==> config.mk <==
export PLATFORM = sky130hd
export DESIGN_NAME = video_frontend
export DESIGN_NICKNAME = d
export VERILOG_FILES = /design/src/logic/video_pkg.sv /design/src/logic/config_pkg.sv /design/src/logic/sync_regen.sv /design/src/logic/csc_ycbcr_rgb.sv /design/src/logic/video_frontend.sv
export VERILOG_INCLUDE_DIRS = /design/src /design/src/include
export SDC_FILE = /design/constraint.sdc
export NUM_CORES = 1
export LEC_CHECK = 0
export BUFFER_PORTS_ARGS = -buffer_cell sky130_fd_sc_hd__buf_2
export CORE_MARGIN = 8
export CORE_UTILIZATION = 25
export DETAILED_ROUTE_END_ITERATION = 10
export GPL_TIMING_DRIVEN = 0
export PLACE_DENSITY_LB_ADDON = 0.25
export SYNTH_ARGS = -nofsm -noshare
export SYNTH_HDL_FRONTEND = slang
export SYNTH_SLANG_ARGS = --single-unit
==> constraint.sdc <==
create_clock -name PCLK_i -period 9.9 [get_ports PCLK_i]
set_input_delay 0.99 -clock PCLK_i [delete_from_list [all_inputs] [get_ports PCLK_i]]
set_output_delay 0.99 -clock PCLK_i [all_outputs]
set_load 0.05 [all_outputs]
==> src/include/frontend_params.svh <==
// Widths, pipeline depth, CSC coefficients and clamp limits for the video frontend
`ifndef FRONTEND_PARAMS_SVH
`define FRONTEND_PARAMS_SVH

// Colour component width
`define FE_PIX_W 8

// Horizontal counter width
`define FE_HCNT_W 12

// Vertical counter and position width
`define FE_VCNT_W 11

// Input to output latency in pixel clocks
`define FE_PIPE_DEPTH 5

// CSC coefficient width and chroma offset
`define FE_COEF_W 18
`define FE_CSC_OFFSET 128

// BT.601 coefficients, Q15
`define FE_COEF_601_RCR 18'h0B395
`define FE_COEF_601_GCB 18'h02C08
`define FE_COEF_601_GCR 18'h05B64
`define FE_COEF_601_BCB 18'h0E2F1

// BT.709 coefficients, Q15
`define FE_COEF_709_RCR 18'h0C8F9
`define FE_COEF_709_GCB 18'h017EF
`define FE_COEF_709_GCR 18'h03BB2
`define FE_COEF_709_BCB 18'h0ED84

// Output range of a converted component
`define FE_CLAMP_MIN 0
`define FE_CLAMP_MAX 255

`endif

==> src/logic/video_pkg.sv <==
// Pixel, position and sync record types carried down the video pipeline
`default_nettype none

`include "frontend_params.svh"

package video_pkg;

    // One colour component
    typedef logic [`FE_PIX_W-1:0] pixel_t;

    // Horizontal count
    typedef logic [`FE_HCNT_W-1:0] hpos_t;

    // Vertical count, also used for active-area positions
    typedef logic [`FE_VCNT_W-1:0] vpos_t;

    // Three components, input carries Cr/Y/Cb in r/g/b
    typedef struct packed {
        pixel_t r;
        pixel_t g;
        pixel_t b;
    } rgb_t;

    // Regenerated sync, low-active hsync/vsync
    typedef struct packed {
        logic  hsync;
        logic  vsync;
        logic  de;
        vpos_t xpos;
        vpos_t ypos;
        logic  sof;
    } sync_t;

endpackage

`default_nettype wire

==> src/logic/config_pkg.sv <==
// Configuration types: input timing description and colour space selection
`default_nettype none

package config_pkg;

    // Programmed input timing, in pixel clocks and lines
    typedef struct packed {
        logic [7:0]       h_synclen;
        logic [8:0]       h_backporch;
        video_pkg::hpos_t h_active;
        logic [3:0]       v_synclen;
        logic [8:0]       v_backporch;
        video_pkg::vpos_t v_active;
        // Line on which the scaler start pulse fires
        video_pkg::vpos_t v_sof_line;
    } timing_cfg_t;

    // YCbCr matrix selection
    typedef enum logic {
        CSC_601 = 1'b0,
        CSC_709 = 1'b1
    } csc_mode_e;

endpackage

`default_nettype wire

==> src/logic/sync_regen.sv <==
// Sync regeneration: polarity normalization, h/v counters, sync/DE/position and delay line
`timescale 1ns/10ps
`default_nettype none

`include "frontend_params.svh"

module sync_regen (
    input  wire                          PCLK_i,
    input  wire                          rst_i,
    input  wire                          hs_i,
    input  wire                          vs_i,
    input  wire                          hs_pol_i,
    input  wire                          vs_pol_i,
    input  wire config_pkg::timing_cfg_t timing_cfg_i,
    output video_pkg::sync_t             sync_o
);

    // Spans one bit wider than the counters so offset plus size cannot wrap
    typedef logic [`FE_HCNT_W:0] hspan_t;
    typedef logic [`FE_VCNT_W:0] vspan_t;

    logic             hs_act;
    logic             vs_act;
    logic             hs_act_q;
    logic             vs_act_q;
    logic             h_edge;
    logic             v_edge;
    logic             line_pend;
    video_pkg::hpos_t h_cnt;
    video_pkg::vpos_t v_cnt;
    video_pkg::vpos_t v_next;
    video_pkg::hpos_t h_start;
    hspan_t           h_end;
    video_pkg::vpos_t v_start;
    vspan_t           v_end;
    video_pkg::hpos_t x_full;
    video_pkg::vpos_t y_full;
    logic             hsync_q;
    logic             vsync_q;
    logic             de_q;
    logic             sof_q;
    video_pkg::vpos_t xpos_q;
    video_pkg::vpos_t ypos_q;
    video_pkg::sync_t stage1;
    video_pkg::sync_t dly_q [`FE_PIPE_DEPTH-1];

    // Normalized syncs are high while active
    assign hs_act = hs_i ~^ hs_pol_i;
    assign vs_act = vs_i ~^ vs_pol_i;

    // Leading edge: active to inactive
    assign h_edge = hs_act_q & ~hs_act;
    assign v_edge = vs_act_q & ~vs_act;

    // Active window bounds
    assign h_start = video_pkg::hpos_t'(timing_cfg_i.h_synclen)
                   + video_pkg::hpos_t'(timing_cfg_i.h_backporch);
    assign h_end   = hspan_t'(h_start) + hspan_t'(timing_cfg_i.h_active);
    assign v_start = video_pkg::vpos_t'(timing_cfg_i.v_synclen)
                   + video_pkg::vpos_t'(timing_cfg_i.v_backporch);
    assign v_end   = vspan_t'(v_start) + vspan_t'(timing_cfg_i.v_active);

    assign x_full = h_cnt - h_start;
    assign y_full = v_cnt - v_start;

    // Line count after the coming line edge
    // Starting at 1 makes up for the line lost to vsync detection
    assign v_next = line_pend ? video_pkg::vpos_t'(1) : v_cnt + 1'b1;

    always_ff @(posedge PCLK_i) begin
        if (rst_i) begin
            hs_act_q  <= 1'b0;
            vs_act_q  <= 1'b0;
            h_cnt     <= '0;
            v_cnt     <= '0;
            line_pend <= 1'b0;
            hsync_q   <= 1'b0;
            vsync_q   <= 1'b0;
            de_q      <= 1'b0;
            sof_q     <= 1'b0;
        end else begin
            hs_act_q <= hs_act;
            vs_act_q <= vs_act;

            de_q <= (h_cnt >= h_start) && (hspan_t'(h_cnt) < h_end)
                 && (v_cnt >= v_start) && (vspan_t'(v_cnt) < v_end);

            if (h_edge) begin
                h_cnt   <= '0;
                hsync_q <= 1'b0;
                v_cnt   <= v_next;
                // Held for the whole line whose count matches
                sof_q   <= (v_next == timing_cfg_i.v_sof_line);
                if (line_pend) begin
                    vsync_q <= 1'b0;
                end else if (v_cnt == video_pkg::vpos_t'(timing_cfg_i.v_synclen) - 1'b1) begin
                    vsync_q <= 1'b1;
                end
            end else begin
                h_cnt <= h_cnt + 1'b1;
                if (h_cnt == video_pkg::hpos_t'(timing_cfg_i.h_synclen) - 1'b1) begin
                    hsync_q <= 1'b1;
                end
            end

            // Frame edge waits for the next line edge
            if (v_edge) begin
                line_pend <= 1'b1;
            end else if (h_edge) begin
                line_pend <= 1'b0;
            end
        end
    end

    // Positions relative to the active window, truncated
    always_ff @(posedge PCLK_i) begin
        xpos_q <= x_full[`FE_VCNT_W-1:0];
        ypos_q <= y_full;
    end

    assign stage1 = '{
        hsync: hsync_q,
        vsync: vsync_q,
        de:    de_q,
        xpos:  xpos_q,
        ypos:  ypos_q,
        sof:   sof_q
    };

    // Remaining stages to line up with the colour pipeline
    always_ff @(posedge PCLK_i) begin
        if (rst_i) begin
            for (int i = 0; i < `FE_PIPE_DEPTH-1; i++) begin
                dly_q[i] <= '0;
            end
        end else begin
            dly_q[0] <= stage1;
            for (int i = 1; i < `FE_PIPE_DEPTH-1; i++) begin
                dly_q[i] <= dly_q[i-1];
            end
        end
    end

    assign sync_o = dly_q[`FE_PIPE_DEPTH-2];

endmodule

`default_nettype wire

==> src/logic/csc_ycbcr_rgb.sv <==
// Five-stage YCbCr to RGB matrix with BT.601/BT.709 selection, clamping and bypass
`timescale 1ns/10ps
`default_nettype none

`include "frontend_params.svh"

module csc_ycbcr_rgb (
    input  wire                        PCLK_i,
    input  wire                        rst_i,
    input  wire                        csc_en_i,
    input  wire config_pkg::csc_mode_e csc_mode_i,
    input  wire video_pkg::rgb_t       video_i,
    output video_pkg::rgb_t            video_o
);

    // Three guard bits cover sign and overflow of the sums
    localparam int SUM_W  = `FE_PIX_W + 3;
    localparam int PROD_W = SUM_W + `FE_COEF_W;
    localparam int FRAC_W = 15;

    typedef logic signed [SUM_W-1:0]      sum_t;
    typedef logic signed [`FE_COEF_W-1:0] coef_t;
    typedef logic signed [PROD_W-1:0]     prod_t;

    video_pkg::rgb_t byp_q [`FE_PIPE_DEPTH-1];
    sum_t            y2_q;
    sum_t            cb2_q;
    sum_t            cr2_q;
    coef_t           rcr_coef_q;
    coef_t           gcb_coef_q;
    coef_t           gcr_coef_q;
    coef_t           bcb_coef_q;
    prod_t           rcr_prod;
    prod_t           gcb_prod;
    prod_t           gcr_prod;
    prod_t           bcb_prod;
    sum_t            y3_q;
    sum_t            rcr3_q;
    sum_t            gcb3_q;
    sum_t            gcr3_q;
    sum_t            bcb3_q;
    sum_t            r_sum;
    sum_t            g_sum;
    sum_t            b_sum;
    video_pkg::rgb_t rgb4_q;

    function automatic video_pkg::pixel_t clamp_pix(input sum_t s);
        if (s < 0) begin
            return video_pkg::pixel_t'(`FE_CLAMP_MIN);
        end else if (s > `FE_CLAMP_MAX) begin
            return video_pkg::pixel_t'(`FE_CLAMP_MAX);
        end
        return s[`FE_PIX_W-1:0];
    endfunction

    // Stage 1 input register, then the bypass delay line
    always_ff @(posedge PCLK_i) begin
        byp_q[0] <= video_i;
        for (int i = 1; i < `FE_PIPE_DEPTH-1; i++) begin
            byp_q[i] <= byp_q[i-1];
        end
    end

    assign rcr_prod = cr2_q * rcr_coef_q;
    assign gcb_prod = cb2_q * gcb_coef_q;
    assign gcr_prod = cr2_q * gcr_coef_q;
    assign bcb_prod = cb2_q * bcb_coef_q;

    assign r_sum = y3_q + rcr3_q;
    assign g_sum = y3_q - gcb3_q - gcr3_q;
    assign b_sum = y3_q + bcb3_q;

    // Matrix stages hold when conversion is off
    always_ff @(posedge PCLK_i) begin
        if (csc_en_i) begin
            // Stage 2: Y from g, chroma made signed
            y2_q  <= sum_t'(byp_q[0].g);
            cb2_q <= sum_t'(byp_q[0].b) - sum_t'(`FE_CSC_OFFSET);
            cr2_q <= sum_t'(byp_q[0].r) - sum_t'(`FE_CSC_OFFSET);
            if (csc_mode_i == config_pkg::CSC_709) begin
                rcr_coef_q <= `FE_COEF_709_RCR;
                gcb_coef_q <= `FE_COEF_709_GCB;
                gcr_coef_q <= `FE_COEF_709_GCR;
                bcb_coef_q <= `FE_COEF_709_BCB;
            end else begin
                rcr_coef_q <= `FE_COEF_601_RCR;
                gcb_coef_q <= `FE_COEF_601_GCB;
                gcr_coef_q <= `FE_COEF_601_GCR;
                bcb_coef_q <= `FE_COEF_601_BCB;
            end

            // Stage 3: products back to integer scale
            y3_q   <= y2_q;
            rcr3_q <= rcr_prod[FRAC_W+SUM_W-1:FRAC_W];
            gcb3_q <= gcb_prod[FRAC_W+SUM_W-1:FRAC_W];
            gcr3_q <= gcr_prod[FRAC_W+SUM_W-1:FRAC_W];
            bcb3_q <= bcb_prod[FRAC_W+SUM_W-1:FRAC_W];

            // Stage 4: sums limited to the pixel range
            rgb4_q.r <= clamp_pix(r_sum);
            rgb4_q.g <= clamp_pix(g_sum);
            rgb4_q.b <= clamp_pix(b_sum);
        end
    end

    // Stage 5: converted or delayed input
    always_ff @(posedge PCLK_i) begin
        if (rst_i) begin
            video_o <= '0;
        end else if (csc_en_i) begin
            video_o <= rgb4_q;
        end else begin
            video_o <= byp_q[`FE_PIPE_DEPTH-2];
        end
    end

endmodule

`default_nettype wire

==> src/logic/video_frontend.sv <==
// Pixel-clock video frontend top level: sync regeneration and colour space conversion
`timescale 1ns/10ps
`default_nettype none

module video_frontend (
    input  wire                          PCLK_i,
    input  wire                          rst_i,
    input  wire video_pkg::rgb_t         video_i,
    input  wire                          hs_i,
    input  wire                          vs_i,
    input  wire                          hs_pol_i,
    input  wire                          vs_pol_i,
    input  wire config_pkg::timing_cfg_t timing_cfg_i,
    input  wire                          csc_en_i,
    input  wire config_pkg::csc_mode_e   csc_mode_i,
    output video_pkg::rgb_t              video_o,
    output video_pkg::sync_t             sync_o
);

    // Sync, DE and positions, delayed to match the pixel path
    sync_regen u_sync_regen (
        .PCLK_i       (PCLK_i),
        .rst_i        (rst_i),
        .hs_i         (hs_i),
        .vs_i         (vs_i),
        .hs_pol_i     (hs_pol_i),
        .vs_pol_i     (vs_pol_i),
        .timing_cfg_i (timing_cfg_i),
        .sync_o       (sync_o)
    );

    // Pixel path, same latency with or without conversion
    csc_ycbcr_rgb u_csc (
        .PCLK_i     (PCLK_i),
        .rst_i      (rst_i),
        .csc_en_i   (csc_en_i),
        .csc_mode_i (csc_mode_i),
        .video_i    (video_i),
        .video_o    (video_o)
    );

endmodule

`default_nettype wire

==> impl_metrics.py, run 1 <==
metrics = {
    "outcome": {
        "status": "finished clean",
    },
    "clock_network": {
        "ctsHoldBuffers": 0,
        "cts_tree": "built",
        "cts_resized": 0,
        "insertion_delay_ns": 0.60,
        "cts.path.max_buffers": 3,
        "cts_buffers": 44,
        "clkTransAtPathRegs_ns": 0.06,
        "cts_setup_buffers": 0,
        "cts-root-buf": "clkbuf_16",
        "cts_num_sinks": 375,
        "htreeDepth": 2,
    },
    "sta": {
        "post-route-period-util": 0.688,
        "setup_viol": 0,
        "fmax_mhz": 147,
        "final_hold_viol_count": 0,
        "max_slew_margin": 0.304,
        "clock_skew_ns": 0.0563,
        "setup_ws_ns": 3.09,
        "tns_ns": 0,
        "hold_ws_ns": 0.312,
        "rsz0062_at_grt": "false",
        "worst_pin_slew_ns": 1.04,
        "drv_slew": 0,
        "timing.final.crit_period_ns": 6.81,
    },
    "critical_path": {
        "cp-end-kind": "flip-flop",
        "path_class": "reg -> reg",
        "r2r-end": "u_csc.gcb3_q[5]",
        "critPathArrivalTime_ns": 7.14,
        "regToRegStartpoint": "u_csc.gcr_coef_q[13]",
        "cpMaxStageDelayCell": "clkbuf_1",
        "max_stage_delay_ns": 0.57,
        "cp-start-kind": "flip-flop",
        "critical_path_buf_inv_count": 7,
        "worstPathRequired_ns": 10.23,
        "cp_max_fo": 10,
        "reg2reg_depth": 21,
        "rrSetupSlack_ns": 3.09,
        "cpMostUsedCell": "inv_1",
        "critical_path.top_delay_family": "adder cells",
        "path_cells": "clkbuf_1, clkbuf_1, nand2_1, inv_1, fa_1, inv_1, fa_1, inv_1, fa_1, inv_1, fa_1, inv_1, ha_1, ha_1, o2111ai_1, a21oi_1, a31oi_1, a21boi_1, o311a_1, o21a_1, o31a_1",
    },
    "finish": {
        "syn2layout_area_growth_pct": 14.9,
        "final_common_cell": "inv_1",
        "drive_above_1_share": 0.0895,
        "nNetsFinal": 3502,
        "postLayoutCoreUtil": 0.288,
        "final_cell_mix": "inv_1 (416), ha_1 (407), dfxtp_1 (276)",
    },
    "logic_synthesis": {
        "syn-num-nets": 3310,
        "async_flop_share": 0,
        "yosysWarningCount": 0,
        "synthCells": 2544,
        "synth_cell_types": 77,
        "synth-edff-count": 99,
        "synth_seq_cells": 375,
        "netlist_area_sq_um": 27100,
        "synth_area_per_cell_sq_um": 10.7,
        "yosysSeqAreaShare": 0.313,
        "synth_ff_type": "dfxtp_1",
    },
    "floorplan": {
        "start_util": 0.251,
        "die_h_microns": 345,
        "die_area_sq_um": 119000,
        "rows": 121,
        "ioPinCount": 146,
        "fp.dieW_microns": 345,
        "core-area_sq_um": 108000,
    },
    "hold_path": {
        "holdPathStages": 0,
        "hp-class": "reg -> reg",
        "min_to": "u_csc.byp_q[3][9]",
        "min_from": "u_csc.byp_q[2][9]",
    },
    "grt": {
        "antenna_found_initial": 8,
        "gr-total-overflow": 0,
        "grt_max_degree": 52,
        "grt_pass1_vias": 18107,
        "grt_pass1_wl_microns": 105000,
        "grt_usage": 0.111,
    },
    "power_and_ir_drop": {
        "vdd_drop_max_mv": 0.136,
        "p_leak_nw": 14.9,
        "p_total_mw": 7.86,
        "p_per_area_nw_per_um2": 252,
    },
    "route": {
        "antenna_left": 0,
        "routedWlPerCell_microns": 15.6,
        "drcViolationCount": 0,
        "dr.pass1.iters": 5,
        "num_vias": 17515,
        "drt_iter0_drc": 666,
        "vias_per_cell": 4.18,
        "routed_wl_microns": 65500,
    },
    "placed_design": {
        "place_ws_ns": 2.98,
        "portBuffers": 145,
        "gp_congestion": 0.822,
        "hpwl_microns": 54300,
    },
    "job": {
        "drv_cap": 0,
    },
}
==> per-layer routing <==
layer,vias up,share of wire,track usage
met1,8260,0.49,0.155
met5,-,0.00058,0
met4,6,0.023,0.0308
met2,297,0.44,0.175
met3,87,0.044,0.0181
li1,8865,-,-
==> synthesized netlist by cell type, drive strengths merged (3+ instances only) <==
| cell | count | area share |
|---|---|---|
| nand2 | 91 | 0.013 |
| nand2b | 23 | 0.0053 |
| o311ai | 3 | 0.00097 |
| o21ai | 70 | 0.013 |
| buf | 8 | 0.0015 |
| a21o | 44 | 0.012 |
| nor3 | 37 | 0.0068 |
| o2111ai | 5 | 0.0016 |
| fa | 263 | 0.19 |
| ha | 407 | 0.19 |
| o31ai | 7 | 0.0021 |
| edfxtp | 99 | 0.11 |
| a31oi | 9 | 0.0023 |
| o21bai | 15 | 0.0042 |
| a211o | 5 | 0.0016 |
| nor4 | 8 | 0.0018 |
| and4b | 3 | 0.0011 |
| or3 | 13 | 0.0030 |
| a21boi | 9 | 0.0025 |
| o21a | 24 | 0.0066 |
| dfxtp | 276 | 0.20 |
| a21oi | 105 | 0.020 |
| a221oi | 5 | 0.0021 |
| inv | 416 | 0.058 |
| mux2i | 26 | 0.0096 |
| a41oi | 4 | 0.0013 |
| nand3 | 24 | 0.0046 |
| clkbuf | 26 | 0.0036 |
| nor4b | 5 | 0.0016 |
| o211ai | 9 | 0.0025 |
| o22ai | 4 | 0.00092 |
| xor2 | 57 | 0.018 |
| o41ai | 4 | 0.0018 |
| or2 | 12 | 0.0028 |
| and3 | 14 | 0.0032 |
| nand4 | 17 | 0.0042 |
| a211oi | 14 | 0.0041 |
| a22oi | 3 | 0.0010 |
| xnor2 | 86 | 0.028 |
| nor2 | 130 | 0.018 |
| nor2b | 120 | 0.028 |
| and2 | 16 | 0.0037 |
| o31a | 5 | 0.0016 |
==> sequential cells by signal, summed over array words and instances, names as in the netlist, 8 cells and up <==
register and flops:
u_sync_regen.h_cnt 12, u_csc.bcb3_q 11, u_csc.y2_q 8, u_csc.rgb4_q 24, u_csc.byp_q 96, u_csc.gcb3_q 9, u_sync_regen.xpos_q 11, u_sync_regen.ypos_q 11
u_sync_regen.dly_q 104, u_csc.rcr3_q 11, u_csc.cb2_q 8, u_csc.y3_q 8, u_sync_regen.v_cnt 11, u_csc.gcr3_q 10, u_csc.video_o 24, u_csc.cr2_q 8
==> cell type report <==
cell class / count / area [sq um]
flip-flops and latches: 375 / 8500
plain buffers: 34 / 138
inverters: 416 / 1560
repair buffers: 146 / 759
well taps: 1414 / 1770
fillers: 11327 / 77100
multi-input cells: 1719 / 16900
clock inverters: 18 / 203
diodes: 4 / 10.0
clock buffers: 64 / 1290
==> logic make-up after synthesis <==
family,Yosys count,share of synthesized area
simple gates,519,0.0982
fa+ha+maj,670,0.382
xor+xnor,143,0.0462
buf+inv,450,0.0626
compound gates,360,0.0880
mux,27,0.0100
flops,375,0.313
==> per-stage QoR <==
step,std cells,area (sq um)
2_1_floorplan,2544,27100
3_3_place_gp,4103,29600
3_5_place_dp,4104,29700
4_1_cts,4186,31100
5_1_grt,4188,31200
6_report,4190,31200
==> worst max path at each step <==
stage | slack [ns] | start | depth (start not counted) | endpoint
floorplan | 4.46 | u_csc.gcr_coef_q[13] | 21 | u_csc.gcb3_q[5]
global placement | 2.94 | u_csc.gcr_coef_q[13] | 21 | u_csc.gcb3_q[5]
detailed placement | 2.98 | u_csc.gcr_coef_q[13] | 21 | u_csc.gcb3_q[5]
CTS | 2.93 | u_csc.gcr_coef_q[13] | 21 | u_csc.gcb3_q[5]
global route | 2.59 | u_csc.gcr_coef_q[13] | 21 | u_csc.gcb3_q[5]
finish | 3.09 | u_csc.gcr_coef_q[13] | 21 | u_csc.gcb3_q[5]
==> report_power, final <==
group / internal (mW) / total, mW / switching [mW] / leakage [nW]
registers: 1.94 / 2.05 / 0.109 / 3.26
clock network: 0.950 / 1.64 / 0.689 / 0.726
logic: 1.84 / 4.18 / 2.34 / 10.9
total: 4.73 / 7.86 / 3.14 / 14.9
Power figures use the tool's default switching activity.
==> run 2: changes to the inputs <==
ABC_AREA = 1   (was default)
clock period = 6.4 ns   (was 9.9 ns; I/O delays follow)
==> impl_metrics.py, run 2 <==
metrics = {
    "critical_path": {
        "cp_max_fo": 10,
        "r2r-end": "u_csc.gcb3_q[9]",
        "reg2reg_depth": 16,
        "path_class": "reg -> reg",
        "endpoint": "u_csc.gcb3_q[9]",
        "worstPathRequired_ns": 6.68,
        "cp-end-kind": "flip-flop",
        "cp-start-kind": "flip-flop",
        "regToRegStartpoint": "u_csc.gcr_coef_q[13]",
        "startpoint": "u_csc.gcr_coef_q[13]",
        "critPathArrivalTime_ns": 6.31,
        "rrSetupSlack_ns": 0.37,
    },
    "logic_synthesis": {
        "synth-edff-count": 99,
        "yosys.area.top_type": "dfxtp_1",
        "synth_commonest_cells": "inv_1 (704), nand2_1 (475), ha_1 (407), nor2_1 (318), dfxtp_1 (276)",
        "yosysWarningCount": 0,
        "synth_ff_type": "dfxtp_1",
        "async_flop_share": 0,
        "synthCells": 3277,
        "synth_area_per_cell_sq_um": 8.85,
        "yosysTopAreaCellShare": 0.190,
        "syn-num-nets": 4043,
        "synth_cell_types": 53,
        "synth.most_common_cell": "inv_1",
        "synth_seq_cells": 375,
        "yosysSeqAreaShare": 0.293,
        "yosys-top-cells-area": "dfxtp_1 (19%), fa_1 (18%), ha_1 (18%), edfxtp_1 (10%), inv_1 (9.1%)",
        "netlist_area_sq_um": 29000,
    },
    "placed_design": {
        "dp.cells": 4946,
        "hpwl_microns": 64200,
        "place_ws_ns": 0.000632,
        "portBuffers": 144,
        "gp_congestion": 0.864,
    },
    "finish": {
        "nNetsFinal": 4233,
        "syn2layout_area_growth_pct": 13.6,
        "final_cells": 5017,
        "final_cell_mix": "inv_1 (704), nand2_1 (475), ha_1 (407)",
        "seq_area_sq_um": 8500,
        "top_regs": "u_sync_regen.dly_q: 104 flops, u_csc.byp_q: 96 flops",
        "diodes": 0,
        "largest_register_ffs": 104,
        "top_register": "u_sync_regen.dly_q",
        "multi_input_area_sq_um": 17700,
        "drive_above_1_share": 0.0753,
        "fillCellCount": 12337,
        "final_common_cell": "inv_1",
    },
    "clock_network": {
        "cts_tree": "built",
        "htreeDepth": 2,
        "cts-root-buf": "clkbuf_16",
        "cts_buffers": 39,
        "cts_num_sinks": 375,
        "ctsHoldBuffers": 0,
        "insertion_delay_ns": 0.56,
        "cts.path.max_buffers": 3,
        "clkTransAtPathRegs_ns": 0.07,
    },
    "floorplan": {
        "ioPinCount": 146,
        "die_area_sq_um": 127000,
        "core-area_sq_um": 116000,
        "rows": 125,
        "fp.dieW_microns": 357,
        "start_util": 0.251,
        "die_h_microns": 357,
    },
    "grt": {
        "gr-total-overflow": 0,
        "grt_usage": 0.119,
        "antenna_found_initial": 16,
        "grt_pass1_vias": 21472,
        "grt_pass1_wl_microns": 121000,
        "grt_max_degree": 69,
    },
    "sta": {
        "post-route-period-util": 0.943,
        "setup_viol": 0,
        "timing.final.crit_period_ns": 6.03,
        "tns_ns": 0,
        "max_slew_margin": 0.432,
        "hold_ws_ns": 0.176,
        "rsz0062_at_grt": "false",
        "final_hold_viol_count": 0,
        "clock_skew_ns": 0.0288,
        "drv_slew": 0,
        "setup_ws_ns": 0.366,
        "worst_pin_slew_ns": 0.851,
        "fmax_mhz": 166,
    },
    "route": {
        "vias_per_cell": 4.18,
        "dr.pass1.iters": 5,
        "drcViolationCount": 0,
        "num_vias": 20976,
        "routed_wl_microns": 75600,
        "routedWlPerCell_microns": 15.1,
        "drt_iter0_drc": 1081,
        "antenna_left": 0,
    },
    "power_and_ir_drop": {
        "vdd_drop_max_mv": 0.233,
        "p_leak_nw": 16.8,
        "p_total_mw": 14.0,
        "p_per_area_nw_per_um2": 426,
    },
    "job": {
        "drv_cap": 0,
    },
    "outcome": {
        "status": "finished clean",
    },
    "hold_path": {
        "hp-class": "in -> reg",
    },
}
[run 2: through the flow]
stage | utilization | cell area, sq um
floorplan | - | 29000
global placement | 0.274 | 31600
detailed placement | 0.274 | 31700
CTS | 0.285 | 32900
global route | 0.285 | 33000
finish | 0.285 | 33000
[run 2: worst min-delay path by stage]
stage | from | end | slack, ns | cells after the start
after detailed placement | u_csc.byp_q[1][0] | u_csc.byp_q[2][0] | 0.31 | 0
after floorplan | u_csc.byp_q[1][0] | u_csc.byp_q[2][0] | 0.31 | 0
after global routing | video_i[15] | u_csc.byp_q[0][15] | 0.14 | 1
after global placement | u_csc.byp_q[1][22] | u_csc.byp_q[2][22] | 0.31 | 0
after CTS | video_i[15] | u_csc.byp_q[0][15] | 0.14 | 1
final | video_i[15] | u_csc.byp_q[0][15] | 0.18 | 1
[run 2: timing repair]
item | 4_1_cts | 5_1_grt
gates resized for setup | 1 | 0
setup buffers | 0 | 4
endpoints found under the hold margin | 0 | 0
setup endpoints to repair | 1 | 7
[run 2: layout make-up]
cell class / count / area share
Buffer: 28 / 0.00345
Clock buffer: 51 / 0.0334
Clock inverter: 16 / 0.00474
Inverter: 711 / 0.0810
Multi-Input combinational cell: 2163 / 0.538
Sequential cell: 375 / 0.258
Tap cell: 1524 / 0.0579
Timing Repair Buffer: 149 / 0.0237
[run 2: routing by layer]
metal / track usage / vias up / wire, microns
met4: 0.0183 / 2 / 1080
met5: 0 / - / 13
met3: 0.0164 / 78 / 3250
met1: 0.174 / 9781 / 38600
li1: - / 10742 / -
met2: 0.190 / 373 / 32600
[run 2: cell families after synthesis]
logic type,count (synthesis),share of synthesized area
fa+ha+maj,670,0.357
simple gates,1043,0.151
xor+xnor,114,0.0367
buf+inv,739,0.0959
flops,375,0.293
compound gates,336,0.0663
[run 2: worst max-delay path, stage by stage (launching register included)]
cell and delay, ns:
edfxtp_1 0.38, clkbuf_1 0.33, nor2_1 0.59, inv_1 0.33, fa_1 0.62, fa_1 0.57, inv_1 0.06, fa_1 0.52
fa_1 0.58, fa_1 0.43, ha_1 0.35, a21oi_1 0.23, o21ai_0 0.16, and2_1 0.16, o21ai_0 0.14, nand3_1 0.14
xor2_1 0.17
[run 2: power breakdown]
part / switching [mW] / internal, mW / total [mW]
registers: 0.171 / 3.00 / 3.17
logic: 5.45 / 3.18 / 8.64
clock network: 0.975 / 1.27 / 2.24
total: 6.60 / 7.45 / 14.0
